==> src/rtl/fetch_params.svh <==
// fetch front end sizing macros shared by the packages and the stage modules
`ifndef FETCH_PARAMS_SVH
`define FETCH_PARAMS_SVH

// ~~~~~~~~~~~~~~~~~~~~~~~~~~~~~~~~~~~~~~~~
// address and memory geometry
// ~~~~~~~~~~~~~~~~~~~~~~~~~~~~~~~~~~~~~~~~

`define ADDR_W 32          // byte address width of the fetch path

`define IMEM_WORDS 256     // instruction memory depth in 32-bit words

// ~~~~~~~~~~~~~~~~~~~~~~~~~~~~~~~~~~~~~~~~
// flow control and start-up
// ~~~~~~~~~~~~~~~~~~~~~~~~~~~~~~~~~~~~~~~~

// one credit per slot of the decode queue downstream
`define FETCH_CREDITS 4

`define RESET_PC 32'h0000_0000   // first address fetched once reset drops

`endif

==> src/rtl/fetch_pkg.sv <==
// fetch path bookkeeping package with the address and credit counter types
`default_nettype none

`include "fetch_params.svh"

package fetch_pkg;

  // ~~~~~~~~~~~~~~~~~~~~~~~~~~~~~~~~~~~~~~~~
  // addresses
  // ~~~~~~~~~~~~~~~~~~~~~~~~~~~~~~~~~~~~~~~~
  typedef logic [`ADDR_W-1:0] addr_t;  // byte address

  // sequential successor of a fetch address, one word further on
  function automatic addr_t seq_pc(input addr_t pc);
    return pc + addr_t'(4);
  endfunction

  // ~~~~~~~~~~~~~~~~~~~~~~~~~~~~~~~~~~~~~~~~
  // credits
  // ~~~~~~~~~~~~~~~~~~~~~~~~~~~~~~~~~~~~~~~~

  // wide enough for every count from zero up to the full credit pool
  localparam int CREDIT_W = $clog2(`FETCH_CREDITS + 1);

  typedef logic [CREDIT_W-1:0] credit_t;

endpackage

`default_nettype wire

==> src/rtl/pc_stage.sv <==
// program counter stage that picks the next fetch address and spends credits on issue
`timescale 1ns/100ps
`default_nettype none

`include "fetch_params.svh"

module pc_stage
  import fetch_pkg::*;
  ( input  wire        clk
  , input  wire        reset
  , input  wire        redirect       // flush from a later pipeline stage
  , input  wire addr_t redirect_pc
  , input  wire        jump_valid     // taken jal seen in predecode this cycle
  , input  wire addr_t jump_target
  , input  wire        credit_return  // consumer freed one queue slot
  , input  wire        refund         // predecode dropped an in-flight word
  , output logic       issue_valid
  , output addr_t      issue_pc
  );

  addr_t   fetch_pc;      // address the next issue will use on the current path
  addr_t   next_pc;       // address chosen for this cycle
  credit_t credits;       // credits currently held by the front end
  credit_t credits_avail; // held credits plus everything coming back this cycle
  logic    flush_refund;
  logic    issue;

  // ~~~~~~~~~~~~~~~~~~~~~~~~~~~~~~~~~~~~~~~~
  // next address selection
  // ~~~~~~~~~~~~~~~~~~~~~~~~~~~~~~~~~~~~~~~~

  // redirect wins over a jal, and a jal wins over the sequential path
  always_comb begin
    if (redirect) begin
      next_pc = redirect_pc;
    end else if (jump_valid) begin
      next_pc = jump_target;      // issued in place of the sequential word
    end else begin
      next_pc = fetch_pc;
    end
  end

  // ~~~~~~~~~~~~~~~~~~~~~~~~~~~~~~~~~~~~~~~~
  // credit accounting
  // ~~~~~~~~~~~~~~~~~~~~~~~~~~~~~~~~~~~~~~~~

  // the memory stage drops the word on the issue bus when a redirect hits
  assign flush_refund = redirect & issue_valid;

  assign credits_avail = credits
                       + credit_t'(credit_return)
                       + credit_t'(refund)
                       + credit_t'(flush_refund);

  assign issue = (credits_avail != '0);  // a credit coming back can be spent at once

  always_ff @(posedge clk) begin
    if (reset) begin
      issue_valid <= 1'b0;
      credits     <= credit_t'(`FETCH_CREDITS);  // the whole queue is free
      fetch_pc    <= addr_t'(`RESET_PC);
    end else begin
      issue_valid <= issue;
      credits     <= credits_avail - credit_t'(issue);
      // the pc only steps on an issue, otherwise it just parks on the chosen address
      if (issue) begin
        fetch_pc <= seq_pc(next_pc);
      end else begin
        fetch_pc <= next_pc;
      end
    end
  end

  // issued address goes out registered, next to issue_valid
  always_ff @(posedge clk) begin
    if (issue) begin
      issue_pc <= next_pc;
    end
  end

endmodule

`default_nettype wire

==> config.mk <==
export PLATFORM = sky130hd
export DESIGN_NAME = pc_stage
export DESIGN_NICKNAME = d
export VERILOG_FILES = /design/src/rtl/fetch_pkg.sv /design/src/rtl/pc_stage.sv
export VERILOG_INCLUDE_DIRS = /design/src /design/src/rtl
export SDC_FILE = /design/constraint.sdc
export NUM_CORES = 1
export LEC_CHECK = 0
export ABC_AREA = 0
export BUFFER_PORTS_ARGS = -buffer_cell sky130_fd_sc_hd__clkbuf_2
export CORE_ASPECT_RATIO = 1.75
export CORE_UTILIZATION = 43
export CTS_CLUSTER_SIZE = 20
export DETAILED_ROUTE_END_ITERATION = 7
export PLACE_DENSITY = 0.68
export SYNTH_ARGS = -nofsm -noshare
export SYNTH_HDL_FRONTEND = slang
export SYNTH_SLANG_ARGS = --single-unit
==> constraint.sdc <==
create_clock -name clk -period 6.15 [get_ports clk]
set_input_delay 1.5375 -clock clk [delete_from_list [all_inputs] [get_ports clk]]
set_output_delay 1.5375 -clock clk [all_outputs]
set_load 0.05 [all_outputs]
==> results.md <==
* CTS H-tree depth at 3
* Residual DRC count at 10
* CTS Hold Bufs at 0
* Slew Limit Fails at 0
* Share of layout cells above drive strength 1 at 0.3386
* Worst setup SP type: input pin
* Hold Path Sink: credits[2]$_SDFF_PP1_
* FF-to-FF Start: issue_valid$_SDFF_PP0_
* Total GRT Usage at 0.1951
* Worst Path Arrival at roughly 4700 ps
* Clock-pin slew on the worst setup and hold paths at approximately 50 ps
* Final setup viols at 0
* Clk_lat worst skew at 330 ps
* Hold path startpoint: credits[2]$_SDFF_PP1_
* CP endpoint kind: register
* # fillers at 750
* Status: finished, violations left
* Post-placement setup slack at roughly 1300 ps
* Crit path from: redirect
* Worst hold slack at roughly 640 ps
* Num rows at 43
* Via count at about 2800
* DIE AREA at slightly below 0.009 mm^2
* R2r worst-path depth at 12
* Starting Density at 0.4461
* Dominant cell type by area after synthesis: edfxtp_1
* Synth Cell Area at 0.003576 mm^2
* Reg2reg end: fetch_pc[15]$_SDFF_PP0_
* Largest net degree at the start of global routing at 64
* Post-synth EDFFs at 32
* Post-route setup TNS at 0 ps
* Placed insts at between 500 and 600
* Fin cells at between 500 and 600
* Die span in x at 70.94 um
* Routed vias/inst at roughly 5.3
* #FFs+latches synth at 68
* Power per cell area at between 300 and 400 mW/mm^2
* Router iterations before antenna repair at 8
* Hold Crit Class: reg2reg
* Routed wire per std cell at ~15 um
* DRT iter0 DRCs at about 170
* Netlist cell types at 48
* Vias in the first global route at 2716
* Main flop type after synthesis: dfxtp_1
* Syn_nets at between 400 and 500
* Final min period at 4469 ps
* Maximum root-to-sink buffer count at 2
* Peak Freq at between 0.2 and 0.25 GHz
* GRT overflow at 0
* YS warnings at 0
* Synthesized instance count at between 300 and 400
* Mean Syn Cell Area at between 10 and 15 um^2
* Unrepaired setup endpoints after global routing: false
* Max Cap Viol at 0
* Synth area leaders: edfxtp_1 (27%), dfxtp_1 (20%), mux2i_1 (9.0%), nand2_1 (4.3%), o21ai_2 (3.2%)
* Ys async rst share at 0
* Final worst slack at 1681 ps
* Setup Crit Path Kind: in2reg
* Final Util at 0.5361
* Root buf cell: clkbuf_16
* Drt total wl at between 7000 and 8000 um
* Worst-margin pin slew at 1151 ps
* Share of the synthesized area in the top cell type at 0.2687
* First-pass GRT wire length at 12920 um
* Die Y at about 120 um
* R2R Setup Slk at 2680 ps
* Ant. Diodes at 0
* Nets@finish at 511
* Post-CTS sizing at 0
* Post-CTS Setup Inserts at 0
* GPL Wtd Cong at 0.8146
* PortBufs at a little over 100
* Lkg Pwr at between 0.0015 and 0.002 uW
* Synth cell count leaders: nand2_1 (41), dfxtp_1 (36), edfxtp_1 (32), mux2i_1 (32), nor2_1 (20)
* Crit Path Max Fanout at 39
* Clock tree sinks at just under 70
* Most common cell in the netlist: nand2_1
* Post-synthesis sequential area ratio at 0.4703
* Area growth from synthesis to layout at 20.19%
* Violated checks: DRC
* Final hold violation count at 0
* Ports at around 100
* Skew final at 7.532 ps
* CTS Buf Count at 9
* Antenna-violating nets left at 0
* Final period utilization at 0.7267
* CORE AREA at 0.008016 mm^2
* Maximum vdd drop at 0.0001572 V
* Initial antenna violation count at 0
* Hold path cells at 3
* CTS tree: yes
* Final HPWL DP at between 5000 and 6000 um
* WP data required at 6390 ps
* Rel. slew slack at 0.2326
[worst max path at each step]
stage                     slack [ps]                      end  cells after the start
after floorplan                  600  fetch_pc[30]$_SDFF_PP0_                     17
final                           1680  fetch_pc[15]$_SDFF_PP0_                     13
after global placement          1450  fetch_pc[15]$_SDFF_PP0_                     13
after detailed placement        1300  fetch_pc[15]$_SDFF_PP0_                     13
after global routing            1380  fetch_pc[15]$_SDFF_PP0_                     13
after CTS                       1640  fetch_pc[15]$_SDFF_PP0_                     13
[worst max-delay path: stages]
cell,delay (ps)
clkbuf_2,120
nand2_1,70
fa_1,490
inv_1,40
ha_1,180
fa_1,380
xor2_1,250
or3_2,210
buf_4,460
and4_1,350
nand3_1,110
or3_1,350
a21oi_1,150
[power breakdown]
group / total (uW) / internal [uW] / leakage, uW / switching [uW]
clock network: 438 / 268 / 0.000125 / 170
logic: 565 / 138 / 0.00112 / 427
registers: 623 / 594 / 0.000648 / 28.1
[metal layers]
metal | routed length, um | part of all wire | track usage
met1 | 3151 | 0.40 | 0.2208
met2 | 4258 | 0.54 | 0.3419
met3 | 301 | 0.038 | 0.03202
met4 | 203 | 0.026 | 0.1163
met5 | 0 | 0 | 0
[cell usage in the layout, fill, tap and decap left out, drive strengths merged, types with 8 or more instances in the layout]
master	count
a21oi	16
and4	8
clkbuf	114
dfxtp	36
edfxtp	32
inv	11
mux2i	32
nand2	41
nand3	9
nand4	9
nor2	20
o21ai	31
xnor2	9
[flip-flops by register name (all words and copies together) (netlist names)]
name	cells
fetch_pc	32
issue_valid	1
issue_pc	32
credits	3
[stage by stage]
stage,area [um^2],power (uW)
after floorplan,3576,1068
after global placement,4044,1189
after detailed placement,4044,1200
after CTS,4298,1643
after global routing,4298,1706
final,4298,1625
[logic make-up (layout without fill, tap and decap cells)]
logic type | after synthesis | count (layout) | share of synthesized area
buffers and inverters | 32 | 132 | 0.06088
AND/OR/NAND/NOR | 123 | 123 | 0.1942
XOR/XNOR | 14 | 14 | 0.03429
AO/OA/AOI/OAI | 61 | 61 | 0.1130
multiplexers | 36 | 36 | 0.1022
flip-flops | 68 | 68 | 0.4703
adder cells (fa/ha/maj) | 6 | 6 | 0.02519
[final cells by class]
cell class | instances | area, um^2 | area share
flip-flops and latches | 68 | 1682 | 0.3913
clock inverters | 4 | 17.52 | 0.004076
multi-input cells | 240 | 1678 | 0.3904
repair buffers | 104 | 525.5 | 0.1223
inverters | 12 | 46.29 | 0.01077
well taps | 90 | 112.6 | 0.02620
clock buffers | 12 | 236.5 | 0.05502
(Power assumes the default switching activity.)
