**src/rtl/fetch_params.svh**
```systemverilog
// fetch front end sizing macros shared by the packages and the stage modules
`ifndef FETCH_PARAMS_SVH
`define FETCH_PARAMS_SVH

// ~~~~~~~~~~~~~~~~~~~~~~~~~~~~~~~~~~~~~~~~
// address and memory geometry
// ~~~~~~~~~~~~~~~~~~~~~~~~~~~~~~~~~~~~~~~~

`define ADDR_W 32          // byte address width of the fetch path

`define IMEM_WORDS 256     // instruction memory depth in 32-bit words

// ~~~~~~~~~~~~~~~~~~~~~~~~~~~~~~~~~~~~~~~~
// flow control and start-up
// ~~~~~~~~~~~~~~~~~~~~~~~~~~~~~~~~~~~~~~~~

// one credit per slot of the decode queue downstream
`define FETCH_CREDITS 4

`define RESET_PC 32'h0000_0000   // first address fetched once reset drops

`endif

```
**src/rtl/isa_pkg.sv**
```systemverilog
// instruction encoding package with the word, opcode and immediate types
`default_nettype none

package isa_pkg;

  typedef logic [31:0] instr_t;  // one fetched instruction word

  typedef logic [31:0] imm_t;    // immediate after sign extension

  // ~~~~~~~~~~~~~~~~~~~~~~~~~~~~~~~~~~~~~~~~
  // major opcodes of the base integer set
  // ~~~~~~~~~~~~~~~~~~~~~~~~~~~~~~~~~~~~~~~~
  typedef enum logic [6:0] {
    OP_LOAD   = 7'b0000011,
    OP_IMM    = 7'b0010011,  // alu with immediate, used as filler in programs
    OP_AUIPC  = 7'b0010111,
    OP_STORE  = 7'b0100011,
    OP_REG    = 7'b0110011,
    OP_LUI    = 7'b0110111,
    OP_BRANCH = 7'b1100011,
    OP_JALR   = 7'b1100111,
    OP_JAL    = 7'b1101111   // the only control transfer seen by the front end
  } opcode_t;

  // opcode sits in the low seven bits of every format
  function automatic opcode_t opcode_of(input instr_t instr);
    return opcode_t'(instr[6:0]);
  endfunction

  // j-type immediate, scattered as imm[20|10:1|11|19:12] in bits 31:12
  function automatic imm_t j_imm(input instr_t instr);
    return {{11{instr[31]}},   // sign extension
            instr[31],         // imm[20]
            instr[19:12],      // imm[19:12]
            instr[20],         // imm[11]
            instr[30:21],      // imm[10:1]
            1'b0};             // targets are always halfword aligned
  endfunction

endpackage

`default_nettype wire

```
**src/rtl/fetch_pkg.sv**
```systemverilog
// fetch path bookkeeping package with the address and credit counter types
`default_nettype none

`include "fetch_params.svh"

package fetch_pkg;

  // ~~~~~~~~~~~~~~~~~~~~~~~~~~~~~~~~~~~~~~~~
  // addresses
  // ~~~~~~~~~~~~~~~~~~~~~~~~~~~~~~~~~~~~~~~~
  typedef logic [`ADDR_W-1:0] addr_t;  // byte address

  // sequential successor of a fetch address, one word further on
  function automatic addr_t seq_pc(input addr_t pc);
    return pc + addr_t'(4);
  endfunction

  // ~~~~~~~~~~~~~~~~~~~~~~~~~~~~~~~~~~~~~~~~
  // credits
  // ~~~~~~~~~~~~~~~~~~~~~~~~~~~~~~~~~~~~~~~~

  // wide enough for every count from zero up to the full credit pool
  localparam int CREDIT_W = $clog2(`FETCH_CREDITS + 1);

  typedef logic [CREDIT_W-1:0] credit_t;

endpackage

`default_nettype wire

```
**src/rtl/jal_predecode.sv**
```systemverilog
// predecode stage that spots jal, sends its target back and registers outgoing words
`timescale 1ns/100ps
`default_nettype none

module jal_predecode
  import fetch_pkg::*, isa_pkg::*;
  ( input  wire         clk
  , input  wire         reset
  , input  wire         rd_valid
  , input  wire addr_t  rd_pc
  , input  wire instr_t rd_instr
  , input  wire         redirect
  , output logic        jump_valid
  , output addr_t       jump_target
  , output logic        refund      // one credit back for a dropped word
  , output logic        out_valid
  , output addr_t       out_pc
  , output instr_t      out_instr
  );

  opcode_t opcode;
  imm_t    imm;
  logic    squash;  // the sequential word behind a taken jal arrives this cycle
  logic    drop;
  logic    keep;

  assign opcode = opcode_of(rd_instr);
  assign imm    = j_imm(rd_instr);

  // ~~~~~~~~~~~~~~~~~~~~~~~~~~~~~~~~~~~~~~~~
  // squash and jump detection
  // ~~~~~~~~~~~~~~~~~~~~~~~~~~~~~~~~~~~~~~~~

  assign drop = rd_valid & (squash | redirect);
  assign keep = rd_valid & ~drop;

  assign refund = drop;

  // a squashed jal is on the wrong path and must not steer fetch
  assign jump_valid  = keep & (opcode == OP_JAL);
  assign jump_target = rd_pc + addr_t'(imm);

  // the target is issued no earlier than the next cycle, so whatever reaches
  // this stage right after a jal can only be the stale sequential word
  always_ff @(posedge clk) begin
    if (reset) begin
      squash    <= 1'b0;
      out_valid <= 1'b0;
    end else begin
      squash    <= jump_valid;  // cleared again by the next word we take
      out_valid <= keep;
    end
  end

  always_ff @(posedge clk) begin
    if (keep) begin
      out_pc    <= rd_pc;
      out_instr <= rd_instr;
    end
  end

endmodule

`default_nettype wire

```
**config.mk**
```make
export PLATFORM = sky130hd
export DESIGN_NAME = jal_predecode
export DESIGN_NICKNAME = d
export VERILOG_FILES = /design/src/rtl/isa_pkg.sv /design/src/rtl/fetch_pkg.sv /design/src/rtl/jal_predecode.sv
export VERILOG_INCLUDE_DIRS = /design/src /design/src/rtl
export SDC_FILE = /design/constraint.sdc
export NUM_CORES = 1
export LEC_CHECK = 0
export ABC_CLOCK_PERIOD_IN_PS = 2500
export BUFFER_PORTS_ARGS = -buffer_cell sky130_fd_sc_hd__buf_2
export CORE_UTILIZATION = 48
export DETAILED_ROUTE_END_ITERATION = 16
export PLACE_DENSITY_LB_ADDON = 0.3
export SETUP_SLACK_MARGIN = 0.3
export SLEW_MARGIN = 10
export SYNTH_ARGS = -nofsm -noshare
export SYNTH_HDL_FRONTEND = slang
export SYNTH_SLANG_ARGS = --single-unit
export TNS_END_PERCENT = 30
```
**constraint.sdc**
```tcl
create_clock -name clk -period 2.5 [get_ports clk]
set_input_delay 0.125 -clock clk [delete_from_list [all_inputs] [get_ports clk]]
set_output_delay 0.125 -clock clk [all_outputs]
set_load 0.02 [all_outputs]
```
==> parameters.txt <==
Parameter                              Value

Synth
  Syn Area/Cell    roughly 11 sq um
  Yosys top cell by area    edfxtp_1
  Gate count of the mapped netlist    352
  Most used standard cells in the synthesized netlist    64 x edfxtp_1, 32 x a21oi_1, 30 x ha_1, 30 x nand2_1, 29 x nor2_1
  Post-synthesis sequential area ratio    50.52%
  Share of Yosys cell area claimed by the top area cell type    49.48%
  Number of distinct library cells after synthesis    63
  Synth async-reset ratio    0%
  Dominant cells by area after synthesis    edfxtp_1 49%, ha_1 9.7%, a21oi_1 4.1%
  Leading register cell type out of synthesis    edfxtp_1
  Count leader, synth    edfxtp_1
  Netlist area before placement    3884 sq um
  Number of synthesized register bits    66
  EDFF count, synth    64
  Count of yosys warnings during synthesis    0
  Synthesized Nets    451

Place
  Number of buffer cells added on primary ports    ~170
  Cell Count Post-Placement    626
  HPWL after detailed placement    7873 microns
  Placer's final routability congestion estimate    0.8622

Route
  Residual DRC count    0
  Via count normalized by instance count    5.568
  Count of TritonRoute iterations in the first routing pass    6
  Initial DRC count    267
  Vias after detailed routing    3948
  Post-DRT Antenna Nets    0
  Detailed Route WL    12460 microns
  DR WL/cell    17.58 microns

Setup path
  Arrival time at the worst endpoint    2.20 ns
  Crit path launch type    input port
  Count of cells along the worst register-to-register path    4
  Critical R2R Launch    squash
  Endpoint type of the worst setup path    output pin
  Terminus of the critical flop-to-flop path    out_pc[23]
  Setup slack on the worst flop-to-flop path    1.13 ns
  Critical Path RT    roughly 2.4 ns
  Maximum fanout count along the critical path    3
  Destination of the critical timing path    jump_target[31]
  Worst Path Class, Setup    input port to output pin
  Crit path from    rd_instr[21]

Final layout
  Share of layout cells above drive strength 1    42.24%
  End-of-flow core utilization    78.25%
  Final net count    700
  Final instance count without filler cells    709
  Layout filler cell count    around 500
  Area growth from synthesis to layout    56.51%

CTS
  TritonCTS Sinks    66
  Clock latency reported for the late side of the worst-skew pair    0.35 ns
  Maximum buffer depth of the clock tree    2
  Post-CTS clock slew at the launch and capture registers of the worst setup and hold paths    0.08 ns
  TritonCTS Buffers    9
  Clock root buffer    clkbuf_8
  Clock tree from TritonCTS    yes
  Depth of the CTS H-tree    3

Die
  Vert. Die Dim    91.95 microns
  Core outline area    7767 sq um
  Width of the die    91.95 microns
  Row count    32
  Area enclosed by the die boundary    8455 sq um
  I/O pin count    167
  Initial Utilization    approximately half

Flow run
  Number of max-capacitance violations reported    0

GRT
  Wire length of the first global-routing pass    18710 microns
  Overall overflow remaining after global route    0
  Global routing usage summed across all routing layers    28.69%
  Number of antenna violations at the first check in global routing    1
  Vias in the first global route    ~3.8k
  Maximum number of pins on one net before global-route repair    65

Run status
  Run status    completed

Power and ir drop
  Static leakage power    2.543 nW
  Power density over cell area    just under 600 nW/um^2
  Largest voltage drop on the vdd net    0.0002778 V
  Final Total Pwr    3.576 mW

STA
  Pin slew with the least headroom to its limit    around 0.54 ns
  Accumulated negative setup slack    0 ns
  Endpoints failing setup    0
  Worst hold-check slack    0.03110 ns
  Final-report hold violation count    0
  Time the final worst path needs with I/O delays and setup    2.329 ns
  Fin crit share    93.17%
  Final-report max-slew violation count    0
  Maximum frequency from static timing analysis    around 430 MHz
  Unrepaired setup endpoints after global routing    yes
  Setup clock skew after layout    0.01083 ns
  Slew Limit Headroom    around 63%

Worst hold path
  Startpoint of the tightest hold check path    rd_pc[2]
  Classification of the worst-slack hold path    input port to flip-flop
-- how the worst min path moves through the flow --
stage,depth (start not counted),end
floorplan,1,out_valid
global placement,1,out_instr[8]
detailed placement,1,out_instr[9]
CTS,1,out_instr[14]
global route,1,out_pc[2]
finish,1,out_pc[2]
-- cell families after synthesis --
logic type | count (synthesis) | synth area share [%]
buf+inv | 20 | 2.352
compound gates | 99 | 17.14
flops | 66 | 50.52
fa+ha+maj | 31 | 10.18
simple gates | 112 | 14.40
xor+xnor | 24 | 5.412
-- cell type report --
type                            instances  area [sq um]  share of cell area (%)
Timing Repair Buffer                  251          1678                   27.60
Clock buffer                            9         123.9                   2.038
Antenna cell                            1         2.502                 0.04117
Sequential cell                        66          1962                   32.28
Tap cell                              102         127.6                   2.100
Clock inverter                          7         93.84                   1.544
Multi-Input combinational cell        266          2064                   33.96
Inverter                                7         26.28                  0.4323
-- state kept, by name (all words and copies together) (netlist names) --
| signal | cells |
|---|---|
| out_valid | 1 |
| out_instr | 32 |
| squash | 1 |
| out_pc | 32 |
-- report_power, final --
part / total [mW] / switching (mW) / internal (mW)
Combinational: 1.26 / 0.745 / 0.517
Clock: 1.00 / 0.444 / 0.559
Sequential: 1.31 / 0.0179 / 1.29
-- routing by layer --
metal / routed length [microns] / up-vias / GRT usage (%)
li1: - / 1857 / -
met1: 5048 / 1887 / 35.05
met2: 6430 / 176 / 50.56
met3: 702 / 28 / 5.473
met4: 281 / 0 / 9.766
met5: 0 / - / 0
-- worst max-delay path: stages --
cell and delay [ns]:
buf_6 0.10, ha_4 0.16, fa_2 0.39, a21o_4 0.23
a31oi_4 0.20, or4b_4 0.19, a31oi_4 0.10, or4_1 0.51
nand3_2 0.09, buf_6 0.11
-- repair_timing --
item | 4_1_cts | 5_1_grt
endpoints found under the hold margin | 63 | 1
endpoints found under the setup margin | 16 | 18
gates resized for setup | 35 | 29
buffers inserted | 2 | 1
pin swaps | 9 | 4
hold buffers | 62 | 1
-- stage by stage --
stage          instance area, sq um  setup slack [ns]
2_1_floorplan                  3890            0.2956
3_3_place_gp                   4938           0.03073
3_5_place_dp                   4938           0.01131
4_1_cts                        5961            0.2308
5_1_grt                        6078            0.1298
6_report                       6078            0.1709
-- layout by cell type (no fill, tap or decap), drive strengths merged, types with 14 or more instances in the layout --
cell type / count
buf: 187
edfxtp: 64
dlygate4sd3: 63
a21oi: 33
nand2: 30
ha: 30
nor2: 29
o21ai: 19
xnor2: 17
nand3: 14
(Power assumes the default switching activity.)
